**src/periph_bus_pkg.sv**
```systemverilog
// peripheral bus definitions
package periph_bus_pkg;

    // bus widths
    localparam int DATA_W = 32;
    localparam int ADDR_W = 32;

    // number of timer instances behind the port
    localparam int NUM_TIMERS = 2;

    // address map
    // timer 0 at 0x00, timer 1 at 0x10
    localparam int TIMER_SEL_BIT = 4;
    // bits above the timer select up to here must be zero
    localparam int REGION_TOP_BIT = 31;

    // access kind decoded for the current cycle
    // only non-none in a cycle where the request is accepted
    typedef enum logic [1:0] {
        ACC_NONE  = 2'b00,
        ACC_READ  = 2'b01,
        ACC_WRITE = 2'b10
    } access_e;

endpackage

```
**src/timer_pkg.sv**
```systemverilog
// timer register map
package timer_pkg;

    // register offsets within one timer
    localparam logic [3:0] REG_CTRL  = 4'h0;
    // read only, writes ignored
    localparam logic [3:0] REG_COUNT = 4'h4;
    localparam logic [3:0] REG_VALUE = 4'h8;

    // control register bits
    // counter running
    localparam int CTRL_EN_BIT   = 0;
    // expiry raises pending
    localparam int CTRL_IE_BIT   = 1;
    // write 1 to clear
    localparam int CTRL_PEND_BIT = 2;

endpackage

```
**src/periph_decode.sv**
```systemverilog
// peripheral access decoder
`timescale 1ns/1ps

module periph_decode
    import periph_bus_pkg::*;
(
    input  logic              req_valid_i,
    input  logic              we_i,
    input  logic [ADDR_W-1:0] addr_i,
    input  logic [3:0]        sel_i,
    input  logic              req_ready_i,
    output access_e           acc_o,
    output logic              timer_sel_o,
    output logic              mapped_o,
    output logic [3:0]        offset_o,
    output access_e           timer_acc_o [NUM_TIMERS],
    output logic [3:0]        strb_o
);

    logic    accept;
    logic    mapped;
    access_e acc;

    // handshake, request taken this edge
    assign accept = req_valid_i & req_ready_i;

    // access kind only when accepted
    assign acc = accept ? (we_i ? ACC_WRITE : ACC_READ) : ACC_NONE;

    // everything above the timer select must be zero
    assign mapped = ~|addr_i[REGION_TOP_BIT:TIMER_SEL_BIT+1];

    assign acc_o       = acc;
    assign mapped_o    = mapped;
    assign timer_sel_o = addr_i[TIMER_SEL_BIT];
    assign offset_o    = addr_i[3:0];

    // byte lanes only matter on a write
    assign strb_o = (acc == ACC_WRITE) ? sel_i : 4'b0000;

    // steer the access to the addressed timer
    // unmapped accesses reach no timer at all
    always_comb begin
        for (int i = 0; i < NUM_TIMERS; i++) begin
            timer_acc_o[i] = ACC_NONE;
            if (mapped && (int'(addr_i[TIMER_SEL_BIT]) == i)) begin
                timer_acc_o[i] = acc;
            end
        end
    end

endmodule

```
**src/timer.sv**
```systemverilog
// one-shot 32-bit timer
`timescale 1ns/1ps

module timer
    import periph_bus_pkg::*;
    import timer_pkg::*;
(
    input  logic              clk,
    input  logic              rst_n,
    input  access_e           acc_i,
    input  logic [3:0]        offset_i,
    input  logic [3:0]        strb_i,
    input  logic [DATA_W-1:0] wdata_i,
    output logic [DATA_W-1:0] rdata_o,
    output logic              irq_o
);

    // control, only the low byte is implemented
    logic [7:0]        ctrl_q;
    // running count, read only
    logic [DATA_W-1:0] count_q;
    // compare value
    logic [DATA_W-1:0] value_q;

    logic wr;
    logic ctrl_wr;
    logic value_wr;
    logic en;
    logic ie;
    logic pend;
    logic expired;
    logic pend_clr;
    logic pend_set;

    assign wr       = (acc_i == ACC_WRITE);
    // ctrl lives in lane 0 only
    assign ctrl_wr  = wr && (offset_i == REG_CTRL) && strb_i[0];
    assign value_wr = wr && (offset_i == REG_VALUE);

    assign en   = ctrl_q[CTRL_EN_BIT];
    assign ie   = ctrl_q[CTRL_IE_BIT];
    assign pend = ctrl_q[CTRL_PEND_BIT];

    // reached the compare value while running
    assign expired = en && (count_q >= value_q);

    // pending is write 1 to clear
    assign pend_clr = ctrl_wr && wdata_i[CTRL_PEND_BIT];
    // a clearing write beats a same-cycle expiry
    assign pend_set = expired && ie && !pend_clr;

    // counter
    always_ff @(posedge clk or negedge rst_n) begin
        if (!rst_n) begin
            count_q <= '0;
        end else begin
            if (!en) begin
                // idle timer sits at zero
                count_q <= '0;
            end else if (expired) begin
                count_q <= '0;
            end else begin
                count_q <= count_q + 1'b1;
            end
        end
    end

    // control register
    always_ff @(posedge clk or negedge rst_n) begin
        if (!rst_n) begin
            ctrl_q <= '0;
        end else begin
            if (ctrl_wr) begin
                // software write wins over expiry
                ctrl_q[7:3]         <= wdata_i[7:3];
                ctrl_q[CTRL_IE_BIT] <= wdata_i[CTRL_IE_BIT];
                ctrl_q[CTRL_EN_BIT] <= wdata_i[CTRL_EN_BIT];
            end else if (expired) begin
                // one-shot, stop on expiry
                ctrl_q[CTRL_EN_BIT] <= 1'b0;
            end
            if (pend_set) begin
                ctrl_q[CTRL_PEND_BIT] <= 1'b1;
            end else if (pend_clr) begin
                ctrl_q[CTRL_PEND_BIT] <= 1'b0;
            end
        end
    end

    // compare value, per byte lane
    always_ff @(posedge clk or negedge rst_n) begin
        if (!rst_n) begin
            value_q <= '0;
        end else begin
            for (int b = 0; b < 4; b++) begin
                if (value_wr && strb_i[b]) begin
                    value_q[8*b +: 8] <= wdata_i[8*b +: 8];
                end
            end
        end
    end

    // pending drives the line straight out
    assign irq_o = pend;

    // read mux for the presented offset
    always_comb begin
        case (offset_i)
            REG_CTRL:  rdata_o = {{(DATA_W-8){1'b0}}, ctrl_q};
            REG_COUNT: rdata_o = count_q;
            REG_VALUE: rdata_o = value_q;
            // unknown offset reads zero
            default:   rdata_o = '0;
        endcase
    end

endmodule

```
**src/periph_response.sv**
```systemverilog
// one-entry response buffer
`timescale 1ns/1ps

module periph_response
    import periph_bus_pkg::*;
(
    input  logic              clk,
    input  logic              rst_n,
    input  access_e           acc_i,
    input  logic              timer_sel_i,
    input  logic              mapped_i,
    input  logic [DATA_W-1:0] timer_rdata_i [NUM_TIMERS],
    input  logic              rsp_ready_i,
    output logic              req_ready_o,
    output logic              rsp_valid_o,
    output logic [DATA_W-1:0] rsp_data_o
);

    logic              valid_q;
    // held response carries read data
    logic              rd_hit_q;
    logic [DATA_W-1:0] data_q;
    logic              accept;

    // decode only issues an access when the request was accepted
    assign accept = (acc_i != ACC_NONE);

    // free when empty, or when the held response leaves this cycle
    assign req_ready_o = !valid_q || rsp_ready_i;

    // valid flag and read-hit flag
    always_ff @(posedge clk or negedge rst_n) begin
        if (!rst_n) begin
            valid_q  <= 1'b0;
            rd_hit_q <= 1'b0;
        end else begin
            if (accept) begin
                valid_q  <= 1'b1;
                // writes and unmapped reads answer zero
                rd_hit_q <= (acc_i == ACC_READ) && mapped_i;
            end else if (rsp_ready_i) begin
                // consumed, nothing new behind it
                valid_q <= 1'b0;
            end
        end
    end

    // captured word, held until consumed
    always_ff @(posedge clk) begin
        if (accept) begin
            data_q <= timer_rdata_i[timer_sel_i];
        end
    end

    assign rsp_valid_o = valid_q;
    // masked unless the held access was a mapped read
    assign rsp_data_o  = rd_hit_q ? data_q : '0;

endmodule

```
**src/timer_periph_top.sv**
```systemverilog
// dual timer peripheral
`timescale 1ns/1ps

module timer_periph_top
    import periph_bus_pkg::*;
(
    input  logic                  clk,
    input  logic                  rst_n,
    // request channel
    input  logic                  req_valid_i,
    input  logic                  we_i,
    input  logic [ADDR_W-1:0]     addr_i,
    input  logic [DATA_W-1:0]     data_i,
    input  logic [3:0]            sel_i,
    output logic                  req_ready_o,
    // response channel
    output logic                  rsp_valid_o,
    output logic [DATA_W-1:0]     data_o,
    input  logic                  rsp_ready_i,
    // one line per timer
    output logic [NUM_TIMERS-1:0] irq_o
);

    access_e           acc;
    access_e           timer_acc [NUM_TIMERS];
    logic              timer_sel;
    logic              mapped;
    logic [3:0]        offset;
    logic [3:0]        strb;
    logic [DATA_W-1:0] timer_rdata [NUM_TIMERS];
    logic              req_ready;

    // address and access decode
    periph_decode u_decode (
        .req_valid_i (req_valid_i),
        .we_i        (we_i),
        .addr_i      (addr_i),
        .sel_i       (sel_i),
        .req_ready_i (req_ready),
        .acc_o       (acc),
        .timer_sel_o (timer_sel),
        .mapped_o    (mapped),
        .offset_o    (offset),
        .timer_acc_o (timer_acc),
        .strb_o      (strb)
    );

    // timer at 0x00
    timer u_timer0 (
        .clk      (clk),
        .rst_n    (rst_n),
        .acc_i    (timer_acc[0]),
        .offset_i (offset),
        .strb_i   (strb),
        .wdata_i  (data_i),
        .rdata_o  (timer_rdata[0]),
        .irq_o    (irq_o[0])
    );

    // timer at 0x10
    timer u_timer1 (
        .clk      (clk),
        .rst_n    (rst_n),
        .acc_i    (timer_acc[1]),
        .offset_i (offset),
        .strb_i   (strb),
        .wdata_i  (data_i),
        .rdata_o  (timer_rdata[1]),
        .irq_o    (irq_o[1])
    );

    // response stage, also owns request ready
    periph_response u_response (
        .clk           (clk),
        .rst_n         (rst_n),
        .acc_i         (acc),
        .timer_sel_i   (timer_sel),
        .mapped_i      (mapped),
        .timer_rdata_i (timer_rdata),
        .rsp_ready_i   (rsp_ready_i),
        .req_ready_o   (req_ready),
        .rsp_valid_o   (rsp_valid_o),
        .rsp_data_o    (data_o)
    );

    assign req_ready_o = req_ready;

endmodule

```
**config.mk**
```make
export PLATFORM = sky130hd
export DESIGN_NAME = timer_periph_top
export DESIGN_NICKNAME = d
export VERILOG_FILES = /design/src/periph_bus_pkg.sv /design/src/timer_pkg.sv /design/src/periph_decode.sv /design/src/timer.sv /design/src/periph_response.sv /design/src/timer_periph_top.sv
export SDC_FILE = /design/constraint.sdc
export NUM_CORES = 1
export LEC_CHECK = 0
export BUFFER_PORTS_ARGS = -buffer_cell sky130_fd_sc_hd__buf_2
export CAP_MARGIN = 10
export CORE_AREA = 5 5 137 139
export CTS_CLUSTER_SIZE = 8
export DETAILED_ROUTE_END_ITERATION = 16
export DIE_AREA = 0 0 142 144
export PLACE_DENSITY = 0.81
export SYNTH_ARGS = -nofsm -noshare
export SYNTH_HDL_FRONTEND = slang
export SYNTH_SLANG_ARGS = --single-unit
```
**constraint.sdc**
```tcl
create_clock -name clk -period 3.55 [get_ports clk]
set_clock_uncertainty 0.2 [all_clocks]
set_input_delay 0.71 -clock clk [delete_from_list [all_inputs] [get_ports clk]]
set_output_delay 0.71 -clock clk [all_outputs]
set_load 0.01 [all_outputs]
```
# Word-level counts from Yosys, hierarchy flattened
# Index checks and enable logic that the tools add are counted.
# totals
reg_bits	178
latchBits	0
ram_bits	0
romBits	0
in_bits	73
out_inout_bits	36
n_memories	0
# op_classes
addsub	2
multipliers	0
div_mod_pow	0
order_cmp	3
eq_ne	6
shift	0
muxes	25
bitwise_logic	3
n_reduce_logical	38
# ops
cell	n
$mux W32	8
$pmux W32 S3	2
$add A32 B1 Y32 const B	2
$ge A32 B32 Y1	2
$reduce_or A27 Y1	1
$logic_and A1 B1 Y1	25
$reduce_bool A2 Y1	6
$mux W1	10
$mux W2	4
$eq A2 B2 Y1 const B	3
$eq A4 B3 Y1 const B	1
$eq A4 B4 Y1 const B	1
$logic_not A1 Y1	4
$logic_not A4 Y1	1
$mux W4	1
$eq A2 B1 Y1 const B	1
$ge A2 B2 Y1 const B	1
$not A1 Y2	1
$and A1 B1 Y1	1
$logic_or A1 B1 Y1	1
$not A1 Y1	1

# Logic depth before layout (Yosys ltp)
# logic_depth
word_depth	12
depth_mapped	10
ltp_nobuf	8

# Hierarchy
# From an unflattened synthesis, not the netlist that was laid out.
# hier_totals
hier_cells	1002
area_unflattened_um2	10639.0
# modules_own_cells
mod	instances	cells_each	area_each_um2
timer	2	431	4326.6
periph_response	1	110	1799.2
periph_decode	1	30	186.4

# Worst setup path after synthesis
# No wires, ideal clock.
# synth_timing
path_kind	input to register
from	input port addr_i[6]
to	register u_timer1.value_q[0]
arrival_ps	2224
path_slack_ps	1001
path_stages	7
path_cell_list	nor4_1 > nand4_1 > nor4_2 > and3_1 > buf_6 > nand2_8 > mux2_4
# synth_between
elab_chain_len	7
# synth_rtl
element	line	source
start: declaration	timer_periph_top.sv:12	input logic [ADDR_W-1:0] addr_i,
$reduce_or A27 Y1	periph_decode.sv:31	assign mapped = ~|addr_i[REGION_TOP_BIT:TIMER_SEL_BIT+1];
$logic_not A1 Y1	periph_decode.sv:31	
$logic_and A1 B1 Y1	periph_decode.sv:46	if (mapped && (int'(addr_i[TIMER_SEL_BIT]) == i)) begin
$mux W2	periph_decode.sv:46	
$eq A2 B2 Y1	timer.sv:35	assign wr = (acc_i == ACC_WRITE);
$logic_and A1 B1 Y1	timer.sv:38	assign value_wr = wr && (offset_i == REG_VALUE);
$logic_and A1 B1 Y1	timer.sv:96	if (value_wr && strb_i[b]) begin
end signal: indexed assignment	timer.sv:97	value_q[8*b +: 8] <= wdata_i[8*b +: 8];
end: declaration	timer.sv:23	logic [DATA_W-1:0] value_q;
# Every way passes these cells.
# A chain may end at the register's enable or synchronous reset.

# Worst setup path after layout
# layout_timing
from	register u_timer1.count_q[27]
to	register u_timer1.count_q[17]
# layout_between
elab_chain_len	4
# layout_rtl
element	line	source
start: declaration	timer.sv:21	logic [DATA_W-1:0] count_q;
start signal: assignment	timer.sv:63	count_q <= count_q + 1'b1;
$ge A32 B32 Y1	timer.sv:45	assign expired = en && (count_q >= value_q);
$logic_and A1 B1 Y1	timer.sv:45	
$mux W32	timer.sv:60	end else if (expired) begin
$mux W32	timer.sv:57	if (!en) begin
# Every way passes these cells.

==> qor.yml <==
status: "finished clean"
slew_headroom_pct: 40.0
critPathArrivalTime_ns: 3.08
final_cell_mix: "146 x dfrtp_1, 107 x buf_2, 100 x nand2_1, 88 x nor2_1, 75 x inv_1"
intPower_mw: 3.34
die_height_um: 144
netlist_instances: 982
cap_violations: 0
fill_cells: 1339
avgSynthCellArea_um2: 10.4
vias_per_cell: 5.97
insertedDiodeCount: 0
placementRows: 49
ir_drop_v: 0.000387
gp_congestion: 0.863
setup_viol: 0
ys_seq_area_share_pct: 45.0
cts_sinks: 178
finalWirelength_um: 25100
grt_pass1_vias: 7600
grt_overflow: 0
vias: 7936
min_path_type: "input pin to asynchronous set/reset pin"
utilization_pct: 66.6
synth_edf_count: 32
grt_pass1_wl_um: 40600
regArea_um2: 4610
pwr-share-clk_pct: 46.7
async_flop_share_pct: 82.0
syn_to_final_growth_pct: 14.0
power_leakage_nw: 5.24
period_share_pct: 83.6
layout_min_cycle_time_ns: 2.97
cts_tree: "done"
dp_hpwl_um: 18400
drc: 0
clk_latency_ns: 0.44
post-place-ws_ns: 0.326
io_buffers: 108
pwr-share-seq_pct: 48.6
cp-start-kind: "flip-flop"
fp.dieW_um: 142
cp_max_fo: 29
fin_nets: 1226
root_buffer: "clkbuf_16"
final.setup.tns_ns: 0
drtIter0Drc: 858
setup_ws_ns: 0.583
ioPinCount: 109
antenna_found_initial: 0
p_comb_share_pct: 4.7
grt_usage_pct: 25.2
critPathSlowestCell: "nor4_1"
synthesis.nets: 1121
end_kind: "flip-flop"
powerDensity_nw_per_um2: 371
rsz0062_at_grt: "false"
coreArea_um2: 17500
clock.fmax_mhz: 337
multiInputGateArea_um2: 5150
synthesis.area_um2: 10200
finalMaxSlewViolations: 0
reg2reg_depth: 7
required_ns: 3.66
hold_buffers: 0
synth-seq-cells: 178
cts_buffers: 17
post_cts_buffers: 0
grt_max_degree: 70
ant_nets: 0
htree_levels: 4
ys.flop_type: "dfrtp_1"
ys_types: 53
clockBufferDepth: 2
wire_per_inst_um: 18.9
cts_resized: 0
clkSlewWorstSetupHoldPaths_ns: 0.07
netSwitchingPower_mw: 1.00
worst_slew_pin_slew_ns: 0.900
crit_path_max_incr_delay_ns: 0.62
worstPathCellList: "ha_1, nand4_1, nor4_1, o311ai_0, or4b_1, buf_4, nor2_1"
layout-drive-gt1-share_pct: 23.5
switching_share_pct: 23.1
crit_type: "flip-flop to flip-flop"
drt-pass1-iter-count: 5
final_common_cell: "dfrtp_1"
ys_warn_count: 0
fp.dieArea_um2: 20400
hold_viol: 0
start_util_pct: 58.4
## routing by layer
layer	global-route usage, %	vias up	wire [um]
met5	1.44	-	0
met4	8.59	0	690
met3	4.66	50	1620
met2	38.1	292	11700
met1	36.8	3880	11100
li1	-	3714	-
## critical path: cells and delay by family (launching register included)
kind	cells	cell delay [ns]
compound gates	1	0.29
fa+ha+maj	1	0.35
buf+inv	1	0.34
flops	1	0.46
simple gates	4	1.20
## flip-flops by register name, indices dropped and copies added, names as in the netlist, 8 cells and up
register / count
u_timer0.count_q: 32
u_timer1.ctrl_q: 8
u_response.data_q: 32
u_timer1.value_q: 32
u_timer0.ctrl_q: 8
u_timer0.value_q: 32
u_timer1.count_q: 32
## Yosys cell counts (2+ instances only)
cell | number | area [um^2]
buf_2 | 9 | 45.0
clkbuf_1 | 26 | 97.6
nor2b_1 | 5 | 31.3
and2_1 | 34 | 213
a31oi_1 | 24 | 150
a211oi_1 | 4 | 30.0
and4_1 | 2 | 17.5
a221oi_1 | 34 | 298
nor4_2 | 7 | 87.6
a221o_1 | 9 | 90.1
nand2b_1 | 2 | 12.5
nand4_1 | 38 | 238
mux2_4 | 40 | 601
buf_6 | 5 | 56.3
or4b_1 | 2 | 20.0
nand2_1 | 100 | 375
o311ai_0 | 2 | 17.5
nor2_1 | 88 | 330
edfxtp_1 | 32 | 961
xor2_1 | 38 | 333
a21oi_1 | 34 | 170
o21ai_0 | 9 | 45.0
inv_1 | 75 | 282
o211ai_1 | 3 | 22.5
a21o_1 | 2 | 15.0
nand3_1 | 28 | 140
nor3_1 | 14 | 70.1
nor4_1 | 10 | 62.6
nand2_4 | 4 | 45.0
buf_4 | 2 | 15.0
and3_1 | 8 | 50.1
nand2_8 | 4 | 80.1
mux2_2 | 36 | 405
xnor2_1 | 22 | 193
dfrtp_1 | 146 | 3650
a21boi_0 | 2 | 15.0
ha_1 | 66 | 826
## final cells by class
| class | instances | area share [%] |
|---|---|---|
| clock buffers | 18 | 3.86 |
| clock inverters | 14 | 1.60 |
| inverters | 75 | 2.41 |
| multi-input cells | 687 | 44.1 |
| flip-flops and latches | 178 | 39.5 |
| well taps | 229 | 2.45 |
| repair buffers | 128 | 6.07 |
## kinds of logic (layout without fill, tap and decap cells)
family                   after synthesis  count (layout)  synth area share, %
buffers and inverters                117             235                 4.84
AO/OA/AOI/OAI                        129             129                 8.89
adder cells (fa/ha/maj)               66              66                 8.06
multiplexers                          76              76                 9.82
AND/OR/NAND/NOR                      356             356                 18.2
XOR/XNOR                              60              60                 5.13
flip-flops                           178             178                 45.0
## worst paths after layout
path	slack (ns)	startpoint	end
worst max-delay path	0.58	u_timer1.count_q[27]$_DFF_PN0_	u_timer1.count_q[17]$_DFF_PN0_
worst min-delay path	0.07	rst_n	u_timer0.ctrl_q[4]$_DFFE_PN0P_
worst max register to register	0.58	u_timer1.count_q[27]$_DFF_PN0_	u_timer1.count_q[17]$_DFF_PN0_
worst min register to register	0.32	u_timer1.ctrl_q[5]$_DFFE_PN0P_	u_timer1.ctrl_q[5]$_DFFE_PN0P_
max in group asynchronous	2.20	rst_n	u_timer0.value_q[21]$_DFFE_PN0P_
min in group clk	0.28	we_i	u_response.rd_hit_q$_DFFE_PN0P_
## per-stage QoR
step	instances	area [um^2]	total power [mW]	hold slack (ns)
floorplan	982	10200	2.21	0.214
global placement	1297	11000	2.35	0.292
detailed placement	1297	11000	2.35	0.301
CTS	1329	11700	4.35	0.0882
global route	1329	11700	4.47	0.119
finish	1329	11700	4.34	0.0669
## power groups by stage
stage	combinational (mW)	sequential, mW	clock, mW
CTS	0.202	2.11	2.04
floorplan	0.0647	2.15	0
finish	0.203	2.11	2.03
detailed placement	0.200	2.15	0
global placement	0.198	2.15	0
global route	0.222	2.11	2.14
(Power assumes the default switching activity.)
